## src/rtl/obc_pkg.sv

```systemverilog
/*
 * Shared widths and agitator mode codes for the outbound completion buffer.
 * Imported by the RTL modules and by the testbench.
 */

package obc_pkg;

    // ------------------------------------------------------------------------
    // Completion entry fields
    // ------------------------------------------------------------------------

    localparam int cpl_tag_w  = 8;   // Completion tag
    localparam int cpl_rid_w  = 16;  // Requester ID
    localparam int cpl_sts_w  = 3;   // Completion status
    localparam int cpl_data_w = 32;  // Data word
    localparam int cpl_en_w   = 4;   // Enables field

    // Whole entry as stored in the FIFO, one parity bit on top of the fields
    localparam int cpl_entry_w = cpl_tag_w
                               + cpl_rid_w
                               + cpl_sts_w
                               + cpl_data_w
                               + cpl_en_w
                               + 1;

    // ------------------------------------------------------------------------
    // Almost-full agitator modes
    // ------------------------------------------------------------------------

    // Code 3 is not defined and acts like agit_off
    localparam logic [1:0] agit_off   = 2'd0;  // Plain registered afull
    localparam logic [1:0] agit_rand  = 2'd1;  // Afull or-ed with LFSR bit
    localparam logic [1:0] agit_force = 2'd2;  // Afull held high

endpackage
```

## src/rtl/obc_mem_if.sv

```systemverilog
/*
 * Write and read port between the FIFO controller and its storage array.
 * Read data comes back one cycle after the read enable.
 */

interface obc_mem_if
    import obc_pkg::*;
#(
    parameter int depth = 4
) ();

    localparam int aw = $clog2(depth);  // Array address width

    logic                   we;     // Write enable
    logic [aw-1:0]          waddr;  // Write slot
    logic [cpl_entry_w-1:0] wdata;  // Entry to store
    logic                   re;     // Read enable
    logic [aw-1:0]          raddr;  // Read slot
    logic [cpl_entry_w-1:0] rdata;  // Registered read data

    // Controller side
    modport ctrl (
        output we, waddr, wdata, re, raddr,
        input  rdata
    );

    // Storage side
    modport mem (
        input  we, waddr, wdata, re, raddr,
        output rdata
    );

endinterface

```

## src/rtl/obc_top.sv

```systemverilog
/*
 * Outbound completion buffer, FIFO of completion entries with valid/ready drain,
 * almost-full agitation, status word, idle level and debug bus.
 */

module obc_top
    import obc_pkg::*;
#(
    parameter int          depth     = 4,         // FIFO entries, power of two
    parameter int          afull_wm  = 3,         // Almost-full watermark
    parameter logic [15:0] agit_seed = 16'h6283   // Agitator LFSR seed
) (
    input  logic                  prim_nonflr_clk,
    input  logic                  arst_n,

    // Push side from the completer
    input  logic                  push,         // Entry strobe, no handshake
    input  logic [cpl_tag_w-1:0]  push_tag,
    input  logic [cpl_rid_w-1:0]  push_rid,
    input  logic [cpl_sts_w-1:0]  push_sts,
    input  logic [cpl_data_w-1:0] push_data,
    input  logic                  push_dpar,    // Carried through unchanged
    input  logic [cpl_en_w-1:0]   push_en,
    output logic                  afull,        // Producer must stop pushing

    // Drain side to the master
    output logic                  cpl_v,        // Entry available
    output logic [cpl_tag_w-1:0]  cpl_tag,
    output logic [cpl_rid_w-1:0]  cpl_rid,
    output logic [cpl_sts_w-1:0]  cpl_sts,
    output logic [cpl_data_w-1:0] cpl_data,
    output logic                  cpl_dpar,
    output logic [cpl_en_w-1:0]   cpl_en,
    input  logic                  cpl_ready,    // Master takes the entry

    // Config and status
    input  logic [1:0]            agit_mode,
    output logic [31:0]           fifo_status,
    output logic                  idle,
    output logic [31:0]           dbg
);

    logic                   pop;         // Transfer on the drain side
    logic                   afull_raw;   // Watermark flag before agitation
    logic [cpl_entry_w-1:0] push_entry;
    logic [cpl_entry_w-1:0] pop_entry;

    // ------------------------------------------------------------------------
    // Entry packing
    // ------------------------------------------------------------------------

    assign push_entry = {push_en, push_tag, push_rid, push_sts, push_dpar, push_data};

    assign {cpl_en, cpl_tag, cpl_rid, cpl_sts, cpl_dpar, cpl_data} = pop_entry;

    assign pop = cpl_v & cpl_ready;

    // ------------------------------------------------------------------------
    // FIFO
    // ------------------------------------------------------------------------

    obc_mem_if #(.depth(depth)) mem_if ();

    obc_fifo_ctrl #(
        .depth    (depth),
        .afull_wm (afull_wm)
    ) u_ctrl (
        .prim_nonflr_clk (prim_nonflr_clk),
        .arst_n          (arst_n),
        .push            (push),
        .push_data       (push_entry),
        .pop             (pop),
        .pop_data_v      (cpl_v),
        .pop_data        (pop_entry),
        .afull_raw       (afull_raw),
        .status          (fifo_status),
        .mem             (mem_if)
    );

    obc_fifo_mem #(.depth(depth)) u_mem (
        .prim_nonflr_clk (prim_nonflr_clk),
        .mem             (mem_if)
    );

    // ------------------------------------------------------------------------
    // Almost-full agitation
    // ------------------------------------------------------------------------

    obc_afull_agitate #(.agit_seed(agit_seed)) u_agit (
        .prim_nonflr_clk (prim_nonflr_clk),
        .arst_n          (arst_n),
        .mode            (agit_mode),
        .in_afull        (afull_raw),
        .out_afull       (afull)
    );

    // Idle whenever nothing enters or waits at the output
    assign idle = ~(push | cpl_v);

    // Debug observation bus
    assign dbg = {9'd0,
                  cpl_rid[15:8],    // 22:15
                  cpl_tag,          // 14:7
                  cpl_v,            // 6
                  push,
                  pop,
                  afull,            // 3
                  cpl_sts};         // 2:0

endmodule

```

## src/rtl/obc_afull_agitate.sv

```systemverilog
/*
 * Almost-full agitator for producer flow-control stress.
 * Registers the flag and can force it high, or randomly high, by mode.
 */

module obc_afull_agitate
    import obc_pkg::*;
#(
    parameter logic [15:0] agit_seed = 16'h6283   // LFSR start value, nonzero
) (
    input  logic       prim_nonflr_clk,
    input  logic       arst_n,

    input  logic [1:0] mode,       // agit_off, agit_rand or agit_force
    input  logic       in_afull,   // Raw almost-full from the FIFO
    output logic       out_afull   // Agitated almost-full, one cycle later
);

    // ------------------------------------------------------------------------
    // 16-bit Fibonacci LFSR
    // ------------------------------------------------------------------------

    logic [15:0] lfsr;
    logic        fb;
    logic        afull_nxt;

    // Taps 16,14,13,11 give a maximal length sequence
    assign fb = lfsr[15] ^ lfsr[13] ^ lfsr[12] ^ lfsr[10];

    always_ff @(posedge prim_nonflr_clk or negedge arst_n) begin
        if (!arst_n) begin
            lfsr <= agit_seed;
        end else begin
            lfsr <= {lfsr[14:0], fb};     // Advances every cycle
        end
    end

    // ------------------------------------------------------------------------
    // Mode select
    // ------------------------------------------------------------------------

    // Every branch keeps in_afull, so the result never drops below it
    always_comb begin
        case (mode)
            agit_rand:  afull_nxt = in_afull | lfsr[0];
            agit_force: afull_nxt = 1'b1;
            agit_off:   afull_nxt = in_afull;
            default:    afull_nxt = in_afull;   // Code 3
        endcase
    end

    // Output stage, adds the one cycle lag on afull
    always_ff @(posedge prim_nonflr_clk or negedge arst_n) begin
        if (!arst_n) begin
            out_afull <= 1'b0;
        end else begin
            out_afull <= afull_nxt;
        end
    end

endmodule

```

## src/rtl/obc_fifo_ctrl.sv

```systemverilog
/*
 * FIFO controller with a registered output stage and a status word.
 * Drives the storage array through obc_mem_if and flags almost-full.
 */

module obc_fifo_ctrl
    import obc_pkg::*;
#(
    parameter int depth    = 4,   // Entries, power of two
    parameter int afull_wm = 3    // Almost-full watermark
) (
    input  logic                   prim_nonflr_clk,
    input  logic                   arst_n,

    input  logic                   push,        // Push strobe from producer
    input  logic [cpl_entry_w-1:0] push_data,   // Entry to push
    input  logic                   pop,         // Output register taken

    output logic                   pop_data_v,  // Output register valid
    output logic [cpl_entry_w-1:0] pop_data,    // Output register payload
    output logic                   afull_raw,   // Occupancy at or above watermark
    output logic [31:0]            status,      // Occupancy, flags, sticky errors

    obc_mem_if.ctrl                mem
);

    localparam int aw = $clog2(depth);       // Array address width
    localparam int cw = $clog2(depth + 1);   // Occupancy counter width

    localparam logic [cw-1:0] wm_lvl  = cw'(afull_wm);
    localparam logic [cw-1:0] full_lvl = cw'(depth);

    // ------------------------------------------------------------------------
    // State
    // ------------------------------------------------------------------------

    logic [aw:0]            wptr;      // Write pointer, extra wrap bit
    logic [aw:0]            rptr;      // Read pointer, extra wrap bit
    logic [cw-1:0]          cnt;       // Pushed and not yet popped
    logic [cw-1:0]          cnt_nxt;
    logic                   rd_pend;   // Array read data waiting in mem.rdata
    logic                   out_v;     // Output register holds an entry
    logic [cpl_entry_w-1:0] out_data;  // Output register payload
    logic                   ovf;       // Sticky overflow
    logic                   udf;       // Sticky underflow
    logic                   ovf_nxt;
    logic                   udf_nxt;

    logic full;
    logic push_ok;     // Push accepted into the array
    logic pop_ok;      // Output register drained
    logic unread;      // Array still holds entries not yet read
    logic ld_out;      // Move read data into output register

    // ------------------------------------------------------------------------
    // Handshake decode
    // ------------------------------------------------------------------------

    assign full    = (cnt == full_lvl);
    assign push_ok = push & ~full;      // Push into a full FIFO is dropped
    assign pop_ok  = pop & out_v;
    assign unread  = (wptr != rptr);

    // Read data moves on when the output register is free or being emptied
    assign ld_out = rd_pend & (~out_v | pop_ok);

    // Array side
    assign mem.we    = push_ok;
    assign mem.waddr = wptr[aw-1:0];
    assign mem.wdata = push_data;
    assign mem.re    = unread & (~out_v | pop_ok);  // Never overwrites pending data
    assign mem.raddr = rptr[aw-1:0];

    // Occupancy includes the read data stage and the output register
    always_comb begin
        cnt_nxt = cnt;
        if (push_ok && !pop_ok) begin
            cnt_nxt = cnt + 1'b1;
        end else if (!push_ok && pop_ok) begin
            cnt_nxt = cnt - 1'b1;
        end
    end

    assign ovf_nxt = ovf | (push & full);
    assign udf_nxt = udf | (pop & ~out_v);  // Pop with nothing to give

    // ------------------------------------------------------------------------
    // Control registers
    // ------------------------------------------------------------------------

    always_ff @(posedge prim_nonflr_clk or negedge arst_n) begin
        if (!arst_n) begin
            wptr    <= '0;
            rptr    <= '0;
            cnt     <= '0;
            rd_pend <= 1'b0;
            out_v   <= 1'b0;
            ovf     <= 1'b0;
            udf     <= 1'b0;
            status  <= '0;
        end else begin
            if (push_ok) wptr <= wptr + 1'b1;
            if (mem.re)  rptr <= rptr + 1'b1;

            cnt <= cnt_nxt;

            if (mem.re) begin
                rd_pend <= 1'b1;   // Data lands in mem.rdata next edge
            end else if (ld_out) begin
                rd_pend <= 1'b0;
            end

            if (ld_out) begin
                out_v <= 1'b1;
            end else if (pop_ok) begin
                out_v <= 1'b0;
            end

            ovf <= ovf_nxt;
            udf <= udf_nxt;

            // Status follows the count at the same edge
            status <= {14'd0,
                       udf_nxt,                   // 17
                       ovf_nxt,                   // 16
                       5'd0,
                       (cnt_nxt >= wm_lvl),       // 10 afull_raw
                       (cnt_nxt == '0),           // 9  empty
                       (cnt_nxt == full_lvl),     // 8  full
                       8'(cnt_nxt)};              // 7:0 occupancy
        end
    end

    // Output payload
    always_ff @(posedge prim_nonflr_clk) begin
        if (ld_out) out_data <= mem.rdata;
    end

    assign pop_data_v = out_v;
    assign pop_data   = out_data;
    assign afull_raw  = (cnt >= wm_lvl);

endmodule

```

## src/rtl/obc_fifo_mem.sv

```systemverilog
/*
 * Flop storage for the completion FIFO, synchronous write, registered read.
 */

module obc_fifo_mem
    import obc_pkg::*;
#(
    parameter int depth = 4   // Entries
) (
    input  logic   prim_nonflr_clk,
    obc_mem_if.mem mem
);

    // ------------------------------------------------------------------------
    // Storage array
    // ------------------------------------------------------------------------

    logic [cpl_entry_w-1:0] arr [depth];   // One slot per FIFO entry

    always_ff @(posedge prim_nonflr_clk) begin
        if (mem.we) begin
            arr[mem.waddr] <= mem.wdata;     // Write slot
        end
    end

    // Read data register holds its value while re is low
    always_ff @(posedge prim_nonflr_clk) begin
        if (mem.re) begin
            mem.rdata <= arr[mem.raddr];
        end
    end

    // Controller only reads slots written on an earlier edge,
    // and never writes the slot being read

endmodule

```

## config.mk

```make
export PLATFORM = sky130hd
export DESIGN_NAME = obc_top
export DESIGN_NICKNAME = d
export VERILOG_FILES = /design/src/rtl/obc_pkg.sv /design/src/rtl/obc_mem_if.sv /design/src/rtl/obc_top.sv /design/src/rtl/obc_afull_agitate.sv /design/src/rtl/obc_fifo_ctrl.sv /design/src/rtl/obc_fifo_mem.sv
export SDC_FILE = /design/constraint.sdc
export NUM_CORES = 1
export LEC_CHECK = 0
export BUFFER_PORTS_ARGS = -buffer_cell sky130_fd_sc_hd__buf_2
export CAP_MARGIN = 40
export CORE_UTILIZATION = 60
export CTS_BUF_LIST = sky130_fd_sc_hd__clkbuf_4 sky130_fd_sc_hd__clkbuf_8 sky130_fd_sc_hd__clkbuf_16
export CTS_CLUSTER_DIAMETER = 40
export DETAILED_ROUTE_END_ITERATION = 10
export GPL_TIMING_DRIVEN = 0
export PLACE_DENSITY_LB_ADDON = 0.2
export SLEW_MARGIN = 25
export SYNTH_ARGS = -nofsm -noshare
export SYNTH_HDL_FRONTEND = slang
export SYNTH_SLANG_ARGS = --single-unit
```

## constraint.sdc

```tcl
create_clock -name prim_nonflr_clk -period 9.6 [get_ports prim_nonflr_clk]
set_input_delay 0.96 -clock prim_nonflr_clk [delete_from_list [all_inputs] [get_ports prim_nonflr_clk]]
set_output_delay 0.96 -clock prim_nonflr_clk [all_outputs]
set_load 0.01 [all_outputs]
```

==> impl_metrics.env <==
export IMPL_hold_path_class="input port to async pin"
export IMPL_rsz0062_at_grt="no"
export IMPL_slew_headroom_pct=47.59
export IMPL_antenna_found_initial=5
export IMPL_synth_edf_count=384
export IMPL_num_rows=57
export IMPL_tightest_slew_ns=0.7862
export IMPL_post_cts_buffers=0
export IMPL_crit_fanout=7
export IMPL_yosysUniqueCellTypes=39
export IMPL_dp_hpwl_mm=15.02
export IMPL_ys_seq_area_share_pct=83.15
export IMPL_crit_arrival_ns=1.50
export IMPL_synth_area_um2=14870
export IMPL_die_area_um2=25420
export IMPL_syn_inst=625
export IMPL_cts_clk_slew_worst_paths_ns=0.06
export IMPL_drive_gt1_share_pct=44.38
export IMPL_grt_pass1_wl_mm=38.21
export IMPL_fin_crit_ns=2.464
export IMPL_routed_wl_mm=24.40
export IMPL_power_density_nw_per_um2=325.6
export IMPL_fp_dieH_um=159.4
export IMPL_htreeDepth=2
export IMPL_ir_drop_mv=0.2179
export IMPL_cts_made_buffers=45
export IMPL_crit_chain="nand2_4 -> inv_1 -> buf_4 -> buf_2"
export IMPL_synth_seq_cells=417
export IMPL_clk_path_buf_depth=3
export IMPL_grt_ovfl_total=0
export IMPL_async_flop_share_pct=7.914
export IMPL_drv_cap=0
export IMPL_syn2layout_area_growth_pct=21.05
export IMPL_drtPass1Iterations=4
export IMPL_initialDrtViolationCount=378
export IMPL_postCtsResizedCells=0
export IMPL_worst_path_dominant_cell_family="flip-flops"
export IMPL_status="complete, no violations"
export IMPL_design_core_area_um2=24320
export IMPL_clock_latency_ns=0.53
export IMPL_grt_pass1_vias=6902
export IMPL_critPathMaxStageDelay_ns=0.50
export IMPL_vias=6493
export IMPL_grt_usage_pct=20.00
export IMPL_post_route_period_util_pct=25.67
export IMPL_synthFlopType="edfxtp_1"
export IMPL_endpoint_kind="output port"
export IMPL_post_drt_wl_per_cell_um=19.60
export IMPL_critPathBufInv=3
export IMPL_dieWidth_um=159.4
export IMPL_p_leak_nw=6.652
export IMPL_start_util_pct=61.15
export IMPL_final_setup_viol_count=0
export IMPL_synth_warnings=0
export IMPL_hold_buffers=0
export IMPL_drc=0
export IMPL_synth_avg_cell_area_um2=23.79
export IMPL_worst_clock_skew_ns=0.01773
export IMPL_finalPower_w=0.005862
export IMPL_worstPathRequired_ns=8.64
export IMPL_critical_path_class="flip-flop to output port"
export IMPL_slowest_stage="dfrtp_1"
export IMPL_finalMaxSlewViolations=0
export IMPL_gp_congestion=0.7359
export IMPL_fin_util_pct=74.02
export IMPL_cts_sinks=417
export IMPL_nets=962
export IMPL_io_pins=201
export IMPL_start_kind="flip-flop"
export IMPL_ctsRootBufferMaster="clkbuf_16"
export IMPL_grt_max_degree=43
export IMPL_portBuffers=167
export IMPL_finalSetupTns_ns=0
export IMPL_hold_violations=0
export IMPL_via_per_inst=5.215
export IMPL_fillers=1394
export IMPL_fmax_mhz=405.8
export IMPL_cts_tree="done"
export IMPL_antenna_left=0
==> stage by stage <==
stage	cell area, µm²	hold WS, ns	cells	setup slack [ns]
6_report	18000	0.2353	1245	7.136
2_1_floorplan	14990	0.3312	657	4.701
4_1_cts	17970	0.3489	1240	7.119
5_1_grt	18000	0.2116	1244	7.039
3_3_place_gp	16230	0.3395	1148	2.012
3_5_place_dp	16460	0.3372	1157	6.816
==> per-layer routing <==
metal	up-vias	global-route usage, %	part of all wire [%]
met5	-	0	0.053
met4	2	5.900	1.9
met3	43	5.470	6.4
met2	227	34.69	52
met1	3270	24.85	39
li1	2951	-	-
==> layout by cell type, fill, tap and decap left out, types with 8 or more instances in the layout <==
master     instances
buf_4             60
ha_1              11
clkbuf_4          12
conb_1            33
inv_1             11
xnor2_1            8
mux4_2            64
clkbuf_16         47
buf_2            174
dfrtp_1           27
edfxtp_1         384
clkinv_2           8
==> area by class of cell <==
cell class	count	area (µm²)	area share, %
Sequential cell	417	12360	68.69
Multi-Input combinational cell	155	2100	11.66
Clock buffer	59	1266	7.034
Timing Repair Buffer	177	1059	5.880
Buffer	74	511.7	2.843
Tap cell	324	405.4	2.252
Clock inverter	24	244.0	1.355
Inverter	11	41.29	0.2294
Antenna cell	4	10.01	0.05561
==> flip-flops by register name, summed over array words and instances (netlist names) <==
signal,flops
u_agit.out_afull,1
u_agit.lfsr,16
u_ctrl.cnt,2
u_ctrl.rptr,3
u_ctrl.status,6
u_mem.arr,256
u_ctrl.pop_data_v,1
u_ctrl.pop_data,64
u_ctrl.rd_pend,1
u_ctrl.wptr,3
u_mem.mem.rdata,64
==> worst reg2reg max path, stage by stage (launching register included) <==
cell	delay, ns
dfrtp_1	0.43
inv_1	0.09
ha_1	0.29
a21boi_4	0.34
and2_4	0.64
buf_12	0.30
==> cells by family (layout without fill, tap and decap cells) <==
logic type | after synthesis | after routing | share of synthesized area (%)
AOI/OAI and AO/OA | 13 | 13 | 0.7321
xor gates and xnor gates | 12 | 12 | 0.7573
adders and majority gates | 11 | 11 | 0.9255
buffers and inverters | 85 | 345 | 3.719
DFF | 417 | 417 | 83.15
muxes | 65 | 65 | 9.769
other | 1 | 37 | 0.02522
and+or+nand+nor | 21 | 21 | 0.9256
==> Yosys cell counts (3+ instances only) <==
| cell | instances | share of area, % |
|---|---|---|
| buf_2 | 7 | 0.24 |
| xnor2_1 | 8 | 0.47 |
| inv_1 | 11 | 0.28 |
| clkbuf_1 | 4 | 0.10 |
| nor2_1 | 4 | 0.10 |
| buf_4 | 60 | 3.0 |
| mux4_2 | 64 | 9.7 |
| ha_1 | 11 | 0.93 |
| xor2_1 | 3 | 0.18 |
| dfrtp_1 | 27 | 4.5 |
| and2_2 | 4 | 0.20 |
| edfxtp_1 | 384 | 78 |
| a21oi_1 | 3 | 0.10 |
| dfstp_2 | 6 | 1.1 |
| buf_1 | 3 | 0.076 |
| nand2_1 | 3 | 0.076 |
==> power by group <==
group / switching [W] / internal (W) / leakage (nW)
sequential: 0.000157 / 0.00267 / 3.99
combinational: 0.000724 / 0.000612 / 1.91
clock: 0.000656 / 0.00104 / 0.752
==> final timing paths <==
kind	startpoint	end	slack (ns)	depth (start not counted)
worst max-delay path	u_ctrl.pop_data_v	dbg[4]	7.14	4
worst min-delay path	arst_n	u_ctrl.status[8]	0.24	1
worst max register to register	u_ctrl.cnt[0]	u_mem.arr[3][24]	7.19	5
worst min register to register	u_agit.lfsr[3]	u_agit.lfsr[4]	0.34	0
max in group asynchronous	arst_n	u_agit.lfsr[7]	8.90	2
min in group prim_nonflr_clk	u_agit.lfsr[3]	u_agit.lfsr[4]	0.34	0
Note: power is estimated with default switching activity, not from simulation.
